==> src/common/char_buffer_defs.svh <==
// Grid geometry, font height and control-code values for the console character buffer
// Included by the package and by every module that sizes against the grid

`ifndef CHAR_BUFFER_DEFS_SVH
`define CHAR_BUFFER_DEFS_SVH

// Text grid
`define CB_COLS         16
`define CB_ROWS         8
`define CB_CELLS        (`CB_COLS * `CB_ROWS)
`define CB_ADDR_W       7

// Scan lines drawn per text row
`define CB_FONT_HEIGHT  4

// Code stored in an empty cell
`define CB_BLANK        8'h00

// Control codes with a meaning in the console
`define CB_BS           8'h08
`define CB_HT           8'h09
`define CB_LF           8'h0A
`define CB_CR           8'h0D
`define CB_DEL          8'h7F

`endif

==> src/common/char_buffer_pkg.sv <==
// Types shared by the console character buffer blocks
// Imported by wildcard in each module header

`default_nettype none

`include "char_buffer_defs.svh"

package char_buffer_pkg;

  // Field widths of a frame beat
  localparam int COL_W  = $clog2(`CB_COLS);
  localparam int ROW_W  = $clog2(`CB_ROWS);
  localparam int LINE_W = $clog2(`CB_FONT_HEIGHT);

  typedef logic [`CB_ADDR_W-1:0] cell_addr_t;

  typedef enum logic [2:0] {
    OP_PRINT,
    OP_NEWLINE,
    OP_TAB,
    OP_BACKSPACE
  } char_op_e;

  // Decoded command, 11 bits
  typedef struct packed {
    char_op_e   op;
    logic [7:0] code;
  } char_cmd_t;

  // One frame beat, 17 bits
  typedef struct packed {
    logic [7:0]        code;
    logic [ROW_W-1:0]  text_row;
    logic [LINE_W-1:0] font_line;
    logic [COL_W-1:0]  col;
  } frame_beat_t;

endpackage

`default_nettype wire

==> src/console_writer/char_decode.sv <==
// Input stage: classifies each incoming byte into a buffer command
// Holds one command with valid/ready on both sides, drops ignored control codes

`timescale 1ns/1ps
`default_nettype none

`include "char_buffer_defs.svh"

module char_decode
  import char_buffer_pkg::*;
(
  input  wire             clk,
  input  wire             rst,
  input  wire             i_char_valid,
  input  wire [7:0]       i_char,
  output logic            o_char_ready,
  output logic            o_cmd_valid,
  output char_cmd_t       o_cmd,
  input  wire             i_cmd_ready
);

  logic      live_q;       // Low through reset, holds off the sender
  logic      cmd_valid_q;
  char_cmd_t cmd_q;
  char_op_e  op;
  logic      ignore;
  logic      accept;

  always_comb begin
    op     = OP_PRINT;
    ignore = 1'b0;
    case (i_char)
      `CB_BS:        op = OP_BACKSPACE;
      `CB_HT:        op = OP_TAB;
      `CB_LF, `CB_CR: op = OP_NEWLINE;
      `CB_DEL:       ignore = 1'b1;
      default:       ignore = (i_char < 8'h20);  // Remaining C0 codes
    endcase
  end

  assign o_char_ready = live_q && (!cmd_valid_q || i_cmd_ready);
  assign accept       = i_char_valid && o_char_ready;
  assign o_cmd_valid  = cmd_valid_q;
  assign o_cmd        = cmd_q;

  always_ff @(posedge clk) begin
    if (rst) begin
      live_q      <= 1'b0;
      cmd_valid_q <= 1'b0;
    end else begin
      live_q <= 1'b1;
      if (accept && !ignore) begin
        cmd_valid_q <= 1'b1;
      end else if (i_cmd_ready) begin
        cmd_valid_q <= 1'b0;
      end
    end
  end

  always_ff @(posedge clk) begin
    if (accept && !ignore) begin
      cmd_q.op   <= op;
      cmd_q.code <= i_char;
    end
  end

  // Held command must not change until cursor control takes it
  assert property (@(posedge clk) disable iff (rst)
    (o_cmd_valid && !i_cmd_ready) |=> (o_cmd_valid && $stable(o_cmd)));

endmodule

`default_nettype wire

==> src/console_writer/cursor_ctrl.sv <==
// Executes decoded commands and screen clears against the character RAM
// Owns the cursor; stays idle while the frame reader holds its claim

`timescale 1ns/1ps
`default_nettype none

`include "char_buffer_defs.svh"

module cursor_ctrl
  import char_buffer_pkg::*;
(
  input  wire             clk,
  input  wire             rst,
  input  wire             i_cmd_valid,
  input  wire char_cmd_t  i_cmd,
  output logic            o_cmd_ready,
  input  wire [2:0]       i_tab_count,
  input  wire             i_clear_stb,
  input  wire             i_read_claim,
  output logic            o_wr_busy,
  output logic            o_wr_en,
  output cell_addr_t      o_wr_addr,
  output logic [7:0]      o_wr_data
);

  typedef enum logic [2:0] {
    ST_IDLE,
    ST_PRINT,     // Single write, also used by backspace
    ST_NEWLINE,   // Blank fill to end of row
    ST_TAB,       // Blank fill for the latched count
    ST_CLEAR      // Blank fill of the whole grid
  } state_e;

  localparam logic [COL_W-1:0] COL_LAST  = COL_W'(`CB_COLS - 1);
  localparam cell_addr_t       CELL_LAST = cell_addr_t'(`CB_CELLS - 1);

  state_e           state_q;
  cell_addr_t       cursor_q;
  logic [7:0]       code_q;
  logic             advance_q;     // Print moves the cursor, backspace does not
  logic [2:0]       tab_cnt_q;
  logic             clear_pend_q;
  logic [COL_W-1:0] cur_col;
  logic             cmd_fire;

  assign cur_col     = cursor_q[COL_W-1:0];
  assign o_cmd_ready = (state_q == ST_IDLE) && !i_read_claim && !clear_pend_q;
  assign cmd_fire    = i_cmd_valid && o_cmd_ready;

  // Every non-idle state writes one cell per cycle at the cursor
  assign o_wr_busy = (state_q != ST_IDLE);
  assign o_wr_en   = (state_q != ST_IDLE);
  assign o_wr_addr = cursor_q;
  assign o_wr_data = (state_q == ST_PRINT) ? code_q : `CB_BLANK;

  always_ff @(posedge clk) begin
    if (rst) begin
      state_q      <= ST_CLEAR;  // Blank the RAM after reset
      cursor_q     <= '0;
      advance_q    <= 1'b0;
      tab_cnt_q    <= '0;
      clear_pend_q <= 1'b0;
    end else begin
      case (state_q)
        ST_IDLE: begin
          if (clear_pend_q && !i_read_claim) begin
            clear_pend_q <= 1'b0;
            cursor_q     <= '0;
            state_q      <= ST_CLEAR;
          end else if (cmd_fire) begin
            case (i_cmd.op)
              OP_PRINT: begin
                advance_q <= 1'b1;
                state_q   <= ST_PRINT;
              end
              OP_NEWLINE: state_q <= ST_NEWLINE;
              OP_TAB: begin
                tab_cnt_q <= i_tab_count;
                if (i_tab_count != 3'd0) begin
                  state_q <= ST_TAB;
                end
              end
              OP_BACKSPACE: begin
                // Column 0 leaves the cursor where it is
                if (cur_col != '0) begin
                  cursor_q  <= cursor_q - 1'b1;
                  advance_q <= 1'b0;
                  state_q   <= ST_PRINT;
                end
              end
              default: ;
            endcase
          end
        end
        ST_PRINT: begin
          if (advance_q) begin
            cursor_q <= cursor_q + 1'b1;  // Wraps from last cell to 0
          end
          state_q <= ST_IDLE;
        end
        ST_NEWLINE: begin
          cursor_q <= cursor_q + 1'b1;
          if (cur_col == COL_LAST) begin
            state_q <= ST_IDLE;
          end
        end
        ST_TAB: begin
          cursor_q  <= cursor_q + 1'b1;
          tab_cnt_q <= tab_cnt_q - 1'b1;
          if (tab_cnt_q == 3'd1) begin
            state_q <= ST_IDLE;
          end
        end
        ST_CLEAR: begin
          cursor_q <= cursor_q + 1'b1;
          if (cursor_q == CELL_LAST) begin
            state_q <= ST_IDLE;  // Cursor lands on 0
          end
        end
        default: state_q <= ST_IDLE;
      endcase

      if (i_clear_stb) begin
        clear_pend_q <= 1'b1;
      end
    end
  end

  always_ff @(posedge clk) begin
    if (cmd_fire && (i_cmd.op == OP_PRINT)) begin
      code_q <= i_cmd.code;
    end else if (cmd_fire && (i_cmd.op == OP_BACKSPACE)) begin
      code_q <= `CB_BLANK;
    end
  end

  // A claimed RAM sees no new write from an idle writer
  assert property (@(posedge clk) disable iff (rst)
    ((state_q == ST_IDLE) && i_read_claim) |=> !o_wr_en);

endmodule

`default_nettype wire

==> src/source/char_buffer_top.sv <==
// Top level of the console character buffer
// Byte stream in through the decoder, frame beats out through the reader

`timescale 1ns/1ps
`default_nettype none

module char_buffer_top
  import char_buffer_pkg::*;
(
  input  wire             clk,
  input  wire             rst,
  input  wire             i_char_valid,
  input  wire [7:0]       i_char,
  output logic            o_char_ready,
  input  wire [2:0]       i_tab_count,
  input  wire             i_clear_stb,
  input  wire             i_frame_stb,
  output logic            o_beat_valid,
  output frame_beat_t     o_beat,
  input  wire             i_beat_ready
);

  logic       cmd_valid;
  char_cmd_t  cmd;
  logic       cmd_ready;
  logic       wr_busy;
  logic       wr_en;
  cell_addr_t wr_addr;
  logic [7:0] wr_data;
  logic       read_claim;
  cell_addr_t rd_addr;
  logic [7:0] rd_data;

  char_decode u_decode (
    .clk          (clk),
    .rst          (rst),
    .i_char_valid (i_char_valid),
    .i_char       (i_char),
    .o_char_ready (o_char_ready),
    .o_cmd_valid  (cmd_valid),
    .o_cmd        (cmd),
    .i_cmd_ready  (cmd_ready)
  );

  cursor_ctrl u_cursor (
    .clk          (clk),
    .rst          (rst),
    .i_cmd_valid  (cmd_valid),
    .i_cmd        (cmd),
    .o_cmd_ready  (cmd_ready),
    .i_tab_count  (i_tab_count),
    .i_clear_stb  (i_clear_stb),
    .i_read_claim (read_claim),
    .o_wr_busy    (wr_busy),
    .o_wr_en      (wr_en),
    .o_wr_addr    (wr_addr),
    .o_wr_data    (wr_data)
  );

  char_ram u_ram (
    .clk       (clk),
    .i_wr_en   (wr_en),
    .i_wr_addr (wr_addr),
    .i_wr_data (wr_data),
    .i_rd_addr (rd_addr),
    .o_rd_data (rd_data)
  );

  frame_reader u_reader (
    .clk          (clk),
    .rst          (rst),
    .i_frame_stb  (i_frame_stb),
    .i_wr_busy    (wr_busy),
    .o_read_claim (read_claim),
    .o_rd_addr    (rd_addr),
    .i_rd_data    (rd_data),
    .o_beat_valid (o_beat_valid),
    .o_beat       (o_beat),
    .i_beat_ready (i_beat_ready)
  );

endmodule

`default_nettype wire

==> src/source/char_ram.sv <==
// Character cell storage, one write port and one read port
// Read data is registered and appears the cycle after the address

`timescale 1ns/1ps
`default_nettype none

`include "char_buffer_defs.svh"

module char_ram
  import char_buffer_pkg::*;
(
  input  wire             clk,
  input  wire             i_wr_en,
  input  wire cell_addr_t i_wr_addr,
  input  wire [7:0]       i_wr_data,
  input  wire cell_addr_t i_rd_addr,
  output logic [7:0]      o_rd_data
);

  logic [7:0] mem [`CB_CELLS];  // Contents set by the clear after reset

  always_ff @(posedge clk) begin
    if (i_wr_en) begin
      mem[i_wr_addr] <= i_wr_data;
    end
    o_rd_data <= mem[i_rd_addr];
  end

endmodule

`default_nettype wire

==> src/source/frame_reader.sv <==
// Scans the grid into a frame of beats for the font renderer
// Row outermost, then font line, then column; stalls on output back-pressure

`timescale 1ns/1ps
`default_nettype none

`include "char_buffer_defs.svh"

module frame_reader
  import char_buffer_pkg::*;
(
  input  wire             clk,
  input  wire             rst,
  input  wire             i_frame_stb,
  input  wire             i_wr_busy,
  output logic            o_read_claim,
  output cell_addr_t      o_rd_addr,
  input  wire [7:0]       i_rd_data,
  output logic            o_beat_valid,
  output frame_beat_t     o_beat,
  input  wire             i_beat_ready
);

  localparam logic [COL_W-1:0]  COL_LAST  = COL_W'(`CB_COLS - 1);
  localparam logic [ROW_W-1:0]  ROW_LAST  = ROW_W'(`CB_ROWS - 1);
  localparam logic [LINE_W-1:0] LINE_LAST = LINE_W'(`CB_FONT_HEIGHT - 1);

  logic              claim_q;
  logic              scan_done_q;  // All addresses of the frame issued
  logic              rd_pend_q;    // RAM output holds an unconsumed word
  logic [ROW_W-1:0]  row_q;
  logic [LINE_W-1:0] line_q;
  logic [COL_W-1:0]  col_q;
  logic [ROW_W-1:0]  pend_row_q;
  logic [LINE_W-1:0] pend_line_q;
  logic [COL_W-1:0]  pend_col_q;
  cell_addr_t        next_addr;
  cell_addr_t        last_addr_q;
  frame_beat_t       beat_q;
  logic              beat_valid_q;
  logic              do_load;
  logic              do_issue;
  logic              scan_last;
  logic              beat_last;

  assign next_addr = cell_addr_t'(row_q * `CB_COLS + col_q);
  assign scan_last = (row_q == ROW_LAST) && (line_q == LINE_LAST) && (col_q == COL_LAST);
  assign beat_last = (beat_q.text_row == ROW_LAST) && (beat_q.font_line == LINE_LAST)
                     && (beat_q.col == COL_LAST);

  assign do_load  = rd_pend_q && (!beat_valid_q || i_beat_ready);
  assign do_issue = claim_q && !i_wr_busy && !scan_done_q && (!rd_pend_q || do_load);

  // Re-present the last address while stalled so RAM data holds
  assign o_rd_addr    = do_issue ? next_addr : last_addr_q;
  assign o_read_claim = claim_q;
  assign o_beat_valid = beat_valid_q;
  assign o_beat       = beat_q;

  always_ff @(posedge clk) begin
    if (rst) begin
      claim_q      <= 1'b0;
      scan_done_q  <= 1'b1;
      rd_pend_q    <= 1'b0;
      beat_valid_q <= 1'b0;
      row_q        <= '0;
      line_q       <= '0;
      col_q        <= '0;
    end else begin
      if (!claim_q) begin
        if (i_frame_stb) begin
          claim_q     <= 1'b1;
          scan_done_q <= 1'b0;
          row_q       <= '0;
          line_q      <= '0;
          col_q       <= '0;
        end
      end else if (beat_valid_q && i_beat_ready && beat_last) begin
        claim_q <= 1'b0;  // Released after the final transfer
      end

      if (do_issue) begin
        rd_pend_q <= 1'b1;
        if (scan_last) begin
          scan_done_q <= 1'b1;
        end
        if (col_q == COL_LAST) begin
          col_q <= '0;
          if (line_q == LINE_LAST) begin
            line_q <= '0;
            row_q  <= row_q + 1'b1;
          end else begin
            line_q <= line_q + 1'b1;  // Same text row again
          end
        end else begin
          col_q <= col_q + 1'b1;
        end
      end else if (do_load) begin
        rd_pend_q <= 1'b0;
      end

      if (do_load) begin
        beat_valid_q <= 1'b1;
      end else if (i_beat_ready) begin
        beat_valid_q <= 1'b0;
      end
    end
  end

  always_ff @(posedge clk) begin
    if (do_issue) begin
      last_addr_q <= next_addr;
      pend_row_q  <= row_q;
      pend_line_q <= line_q;
      pend_col_q  <= col_q;
    end
    if (do_load) begin
      beat_q.code      <= i_rd_data;
      beat_q.text_row  <= pend_row_q;
      beat_q.font_line <= pend_line_q;
      beat_q.col       <= pend_col_q;
    end
  end

  assert property (@(posedge clk) disable iff (rst)
    (o_beat_valid && !i_beat_ready) |=> (o_beat_valid && $stable(o_beat)));

  // Beats only come out of a claimed frame
  assert property (@(posedge clk) disable iff (rst)
    o_beat_valid |-> o_read_claim);

endmodule

`default_nettype wire

==> config.mk <==
export PLATFORM = sky130hd
export DESIGN_NAME = char_buffer_top
export DESIGN_NICKNAME = d
export VERILOG_FILES = /design/src/common/char_buffer_pkg.sv /design/src/console_writer/char_decode.sv /design/src/console_writer/cursor_ctrl.sv /design/src/source/char_buffer_top.sv /design/src/source/char_ram.sv /design/src/source/frame_reader.sv
export VERILOG_INCLUDE_DIRS = /design/src /design/src/common
export SDC_FILE = /design/constraint.sdc
export NUM_CORES = 1
export LEC_CHECK = 0
export ABC_CLOCK_PERIOD_IN_PS = 7900
export BUFFER_PORTS_ARGS = -buffer_cell sky130_fd_sc_hd__buf_2
export CAP_MARGIN = 30
export CORE_MARGIN = 1.5
export CORE_UTILIZATION = 55
export CTS_BUF_LIST = sky130_fd_sc_hd__clkbuf_8
export DETAILED_ROUTE_END_ITERATION = 7
export PLACE_DENSITY = 0.72
export RECOVER_POWER = 25
export SYNTH_ARGS = -nofsm -noshare
export SYNTH_HDL_FRONTEND = slang
export SYNTH_SLANG_ARGS = --single-unit
==> constraint.sdc <==
create_clock -name clk -period 7.9 [get_ports clk]
set_clock_uncertainty 0.1 [all_clocks]
set_input_delay 0.79 -clock clk [delete_from_list [all_inputs] [get_ports clk]]
set_output_delay 0.79 -clock clk [all_outputs]
set_load 0.005 [all_outputs]
==> results.toml, run 1 <==
[outcome]
status = "complete, but fails checks"
failed_checks = "capacitance limit, slew limit"

[cts]
cts_buffer_depth = 3
root_buffer = "clkbuf_8"
cts.sinks = 1113
clk-insertion-delay-late_ns = 0.83
cts_setup_buffers = 0
cts_resized = 0
cts_tree = "yes"
ctsHtreeMaxLevel = 4
clk_pin_slew_ns = 0.06
numCtsBuffers = 166
cts_hold_buf = 0

[pwr]
p_per_area_nw_per_um2 = 225
share_seq_of_total_power_pct = 57.4
finalPower_mw = 11.2
p_sw_share_pct = 22.7
internal-power_mw = 8.63
leakagePower_nw = 16.7
p_sw_mw = 2.54
clkPwrFrac_pct = 38.9
pwr-share-comb_pct = 3.7
peakVddDrop_mv = 0.145

[floorplanning]
core-area_sq_um = 82000
initial_core_util_pct = 55.4
rows = 105
design.die.area_sq_um = 84300
io_pins = 36
dieHeight_um = 290
die_x_um = 290

[global_routing]
grt_max_degree = 161
grt_pass1_wl_um = 189000
grt_usage_pct = 30.2
antenna_found_initial = 8
gr-total-overflow = 0
first_global_vias = 29500

[drt]
drc_errors = 0
via_per_inst = 6.74
drtIter0Drc = 4412
vias = 30300
drt-total-wl_um = 129000
dr.pass1.iters = 6
routedWlPerCell_um = 28.7
ant_nets = 0

[yosys]
seq_area_frac_synth_pct = 72.6
yosysTopAreaCell = "edfxtp_1"
synth_xor_area_share_pct = 0.0193
yosys_warnings = 0
syn-num-nets = 3308
synth_seq_cells = 1113
synthMuxAreaShare_pct = 2.42
synth_adder_area_share_pct = 0.358
synth_top_family_by_area = "compound AO/OA/AOI/OAI gates"
yosysMostFrequentCell = "edfxtp_1"
yosys-top-cells-area = "edfxtp_1 71%, nand3_1 3.3%, nand2_1 2.8%, mux2i_1 2.2%, o21ai_0 2.0%"
synthCells = 3278
synth_ff_type = "edfxtp_1"
synthTopCellsByCount = "1068 x edfxtp_1, 334 x nand2_1, 297 x nand3_1"
synth-simple-area-share_pct = 10.9
synth_compound_area_share_pct = 11.1
synth_edf_count = 1068
synth_area_sq_um = 45400
async_flop_share_pct = 0
ys_types = 70
syn_avg_cell_area_sq_um = 13.9
synthDominantCellAreaShare_pct = 70.6

[run]
maxCapViolCount = 10

[hold_path]
hold_class = "input port to flop"
holdCritStartpoint = "i_clear_stb"

[sta]
timing.hold.ws_ns = 0.0993
setup_viol = 0
tightest_slew_ns = 4.54
fin_crit_ns = 6.05
hold_viol = 0
clock.fmax_mhz = 165
rsz0062_at_grt = "no"
drv_slew = 504
fin_crit_sh_pct = 76.6
setup_tns_ns = 0
slew_headroom_pct = -203

[place]
gp_congestion = 0.879
detailed_place_hpwl_um = 75500
io_buffers = 35

[worst_setup_path]
crit_path_end_kind = "flop"
startpoint = "u_cursor.state_q[0]$_SDFFE_PP0P_"
cp-start-kind = "flop"
critPathArrivalTime_ns = 6.70
worstPathMaxFanout = 39
r2r_start = "u_cursor.state_q[0]$_SDFFE_PP0P_"
worstSetupPathType = "flop to flop"
cp_data_required_time_ns = 8.54

[cells_and_area]
nets = 3324
drive_gt1_share_pct = 9.64
syn_to_final_growth_pct = 9.06
[power by group through the flow]
stage	logic, mW	clock network (mW)	registers, mW
detailed placement	0.405	0	6.53
CTS	0.407	4.36	6.40
floorplan	0.249	0	6.52
global route	0.435	4.60	6.40
finish	0.418	4.34	6.40
global placement	0.393	0	6.53
[cell usage in the layout (no fill, tap or decap), types with 14 or more instances in the layout]
cell,synthesis,layout
a311o_1,21,21
dfxtp_1,45,45
a31o_2,14,14
nand2_1,334,331
mux2i_1,102,100
clkinv_1,2,37
a21oi_1,52,51
nor2_1,184,183
edfxtp_1,1068,1068
inv_1,29,78
buf_2,75,18
a221o_1,17,17
o22ai_1,29,29
a32oi_1,31,31
clkbuf_1,145,27
clkinv_2,0,23
nand3_1,297,298
a31oi_1,60,59
buf_4,6,41
o21ai_0,181,181
o2111ai_1,42,42
a22oi_1,17,17
and3_1,111,111
and2_0,1,14
nand4_1,36,36
clkbuf_8,0,171
a211oi_1,113,113
a311oi_1,28,28
o211ai_1,14,14
[layer usage]
layer | vias up | wire (um) | track usage, %
met5 | - | 61 | 0
met4 | 10 | 6060 | 14.7
met3 | 348 | 15000 | 6.71
met2 | 2110 | 60800 | 47.9
met1 | 14900 | 46900 | 39.7
li1 | 12900 | - | -
[area by class of cell]
class	instances	area, sq um
diodes	4	10.0
multi-input cells	1885	11400
well taps	1070	1340
clock buffers	171	2350
flip-flops and latches	1113	33000
inverters	33	134
repair buffers	95	709
clock inverters	127	668
fillers	6132	32400
[kinds of logic after synthesis]
family | after synthesis
adders and majority gates | 13
and+or+nand+nor | 1052
xor gates and xnor gates | 1
DFF | 1113
buffers and inverters | 280
AOI/OAI and AO/OA | 710
muxes | 109
[state kept, by name, summed over array words and instances (netlist names), 2 cells and up]
| register | count |
|---|---|
| u_reader.row_q | 3 |
| u_reader.last_addr_q | 7 |
| u_decode.o_cmd | 10 |
| u_reader.pend_col_q | 4 |
| u_reader.col_q | 4 |
| u_reader.line_q | 2 |
| u_cursor.o_wr_addr | 7 |
| u_cursor.code_q | 8 |
| u_cursor.state_q | 3 |
| u_ram.mem | 1024 |
| u_ram.o_rd_data | 8 |
| u_reader.o_beat | 17 |
| u_cursor.tab_cnt_q | 3 |
| u_reader.pend_row_q | 3 |
| u_reader.pend_line_q | 2 |
[critical path: stages (launching register included)]
cell and delay (ns):
dfxtp_1 0.39, nor3_1 0.55, nand3_1 0.79, mux2i_4 0.37, buf_4 0.60, clkinv_1 1.04
buf_4 0.59, nor3_1 0.69, o2111ai_1 0.27, o22ai_1 0.23, a211oi_1 0.11, o2111ai_1 0.18
[worst paths after layout]
| kind | end | slack (ns) | cells past startpoint |
|---|---|---|---|
| setup reg to reg | u_ram.o_rd_data[1]$_DFF_P_ | 1.85 | 11 |
| hold reg to reg | u_reader.o_beat[15]$_DFFE_PP_ | 0.30 | 0 |
| hold / removal | u_cursor.clear_pend_q$_SDFFE_PP0P_ | 0.1 | 3 |
| setup / recovery | u_ram.o_rd_data[1]$_DFF_P_ | 1.85 | 11 |
[through the flow]
stage	setup slack [ns]	instances	cell area, sq um	util, %
2_1_floorplan	4.32	3278	45400	-
3_3_place_gp	2.32	4188	46500	56.7
3_5_place_dp	2.16	4193	46600	56.8
4_1_cts	2.51	4491	49600	60.5
5_1_grt	1.66	4496	49500	60.4
6_report	1.85	4498	49600	60.4
No activity file was read; power rests on OpenSTA's default activity.
==> run 2, diff against run 1 <==
ABC_CLOCK_PERIOD_IN_PS = 5900   (was 7900)
clock period = 5.9 ns   (was 7.9 ns; I/O delays follow)
==> run 2 against run 1 <==
  * The flow still finishes with violations (capacitance limit, slew limit)
  * Critical path depth shrank 8
  * Combinational power grew 32%
  * First-iteration DRC count grew 7.4%
  * Clock power grew 37%
  * Routed wire length grew 0.62%
  * Power grew 35%
  * Fmax grew 22%
  * Die area is the same
  * Clock-buffer cell count grew 8
  * Worst hold slack lost 0.018 ns
  * Global-route usage grew 0.18 points
  * Register-to-register slack lost 0.91 ns
==> results.toml, run 2 (synthesized netlist as in run 1, its figures left out) <==
[drt]
drt-total-wl_um = 130000
via_per_inst = 6.74
routedWlPerCell_um = 28.5
ant_nets = 0
drc_errors = 0
vias = 30700
dr.pass1.iters = 6
drtIter0Drc = 4738

[worst_setup_path]
worstSetupPathType = "flop to flop"
cp_cell_sequence = "nor3b_1 -> and2_1 -> buf_4"
max_stage_delay_ns = 2.52
critPathArrivalTime_ns = 5.38
cp_data_required_time_ns = 6.32
cp_slowest_cell = "and2_1"
path_buf_inv = 1
worstPathMaxFanout = 73
cp-start-kind = "flop"
critical-path-top-delay-family = "simple AND/OR/NAND/NOR gates"
crit_path_end_kind = "flop"

[cells_and_area]
largest-register = "u_ram.mem"
design_area_sq_um = 49900
layout_commonest_cell = "edfxtp_1"
syn_to_final_growth_pct = 9.86
drive_gt1_share_pct = 10.2
post-route-util_pct = 60.9
stdcell_count = 4545
final_cell_mix = "1068 x edfxtp_1, 332 x nand2_1, 298 x nand3_1"
nets = 3366
largest_register_ffs = 1024

[place]
detailed_place_hpwl_um = 78300
pre_cts_ws_ns = 1.27
dp.cells = 4219
io_buffers = 35
gp_congestion = 0.946
place_area_sq_um = 46700

[cts]
clk-insertion-delay-late_ns = 0.83
cts_setup_buffers = 0
cts_buffer_depth = 3
cts_resized = 0
clk_pin_slew_ns = 0.06
numCtsBuffers = 171
cts_tree = "yes"
ctsHtreeMaxLevel = 4
cts.sinks = 1113
root_buffer = "clkbuf_8"

[floorplanning]
core-area_sq_um = 82000
die_x_um = 290
rows = 105
dieHeight_um = 290
design.die.area_sq_um = 84300
initial_core_util_pct = 55.4
io_pins = 36

[global_routing]
grt_usage_pct = 30.4
grt_pass1_wl_um = 190000
first_global_vias = 29500
grt_max_degree = 150
antenna_found_initial = 6
gr-total-overflow = 0

[pwr]
p_per_area_nw_per_um2 = 302
finalPower_mw = 15.1
peakVddDrop_mv = 0.184
leakagePower_nw = 17.0

[sta]
tightest_slew_ns = 3.39
setup_viol = 0
clock.fmax_mhz = 201
setup_tns_ns = 0
timing.hold.ws_ns = 0.0810
fin_crit_sh_pct = 84.2
drv_slew = 445
hold_viol = 0
rsz0062_at_grt = "no"
worst_slack_ns = 0.934
slew_headroom_pct = -126
fin_crit_ns = 4.97

[outcome]
status = "complete, but fails checks"
failed_checks = "capacitance limit, slew limit"

[run]
maxCapViolCount = 8

[hold_path]
hold_class = "input port to flop"
[run 2: cell count changes in the layout (fill, tap and decap cells not counted), sizes merged, moves of 2 or more]
cell | before | now
inv | 91 | 100
clkinv | 61 | 58
buf | 68 | 95
clkbuf | 198 | 203
diode | 4 | 2
dlygate4sd3 | 0 | 12
[run 2: tightest hold or removal path: stages]
cell	delay (ns)
buf_2	0.11
a21oi_1	0.11
or2_2	0.11
a21oi_1	0.05
[run 2: report_power, final]
group | internal, mW | switching (mW) | total (mW)
clock network | 2.92 | 3.01 | 5.93
logic | 0.149 | 0.401 | 0.550
registers | 8.56 | 0.0223 | 8.58
total | 11.6 | 3.43 | 15.1
[run 2: repair_timing]
item / 4_1_cts / 5_1_grt
hold buffers: 12 / 0
endpoints found under the setup margin: 0 / 0
hold endpoints to repair: 13 / 0
[run 2: worst paths after layout]
kind / cells past startpoint / slack, ns / end / startpoint
worst min-delay path: 4 / 0.08 / u_cursor.tab_cnt_q[2]$_SDFFE_PP0P_ / i_tab_count[2]
worst max-delay path: 3 / 0.93 / u_ram.mem[16][0]$_DFFE_PP_ / u_cursor.state_q[0]$_SDFFE_PP0P_
worst min register to register: 0 / 0.32 / u_reader.o_beat[6]$_DFFE_PP_ / u_reader.pend_row_q[0]$_DFFE_PP_
worst max register to register: 3 / 0.93 / u_ram.mem[16][0]$_DFFE_PP_ / u_cursor.state_q[0]$_SDFFE_PP0P_
[run 2: cell type report]
type,instances,area (sq um)
Multi-Input combinational cell,1885,11300
Tap cell,1070,1340
Clock inverter,131,676
Antenna cell,2,5.00
Fill cell,6073,32100
Sequential cell,1113,33000
Inverter,33,134
Clock buffer,179,2460
Timing Repair Buffer,132,981
[run 2: per-layer routing]
metal / track usage [%] / part of all wire (%)
met1: 40.6 / 37
met2: 47.0 / 46
met3: 6.79 / 11
met4: 16.0 / 5.2
met5: 0 / 0.025
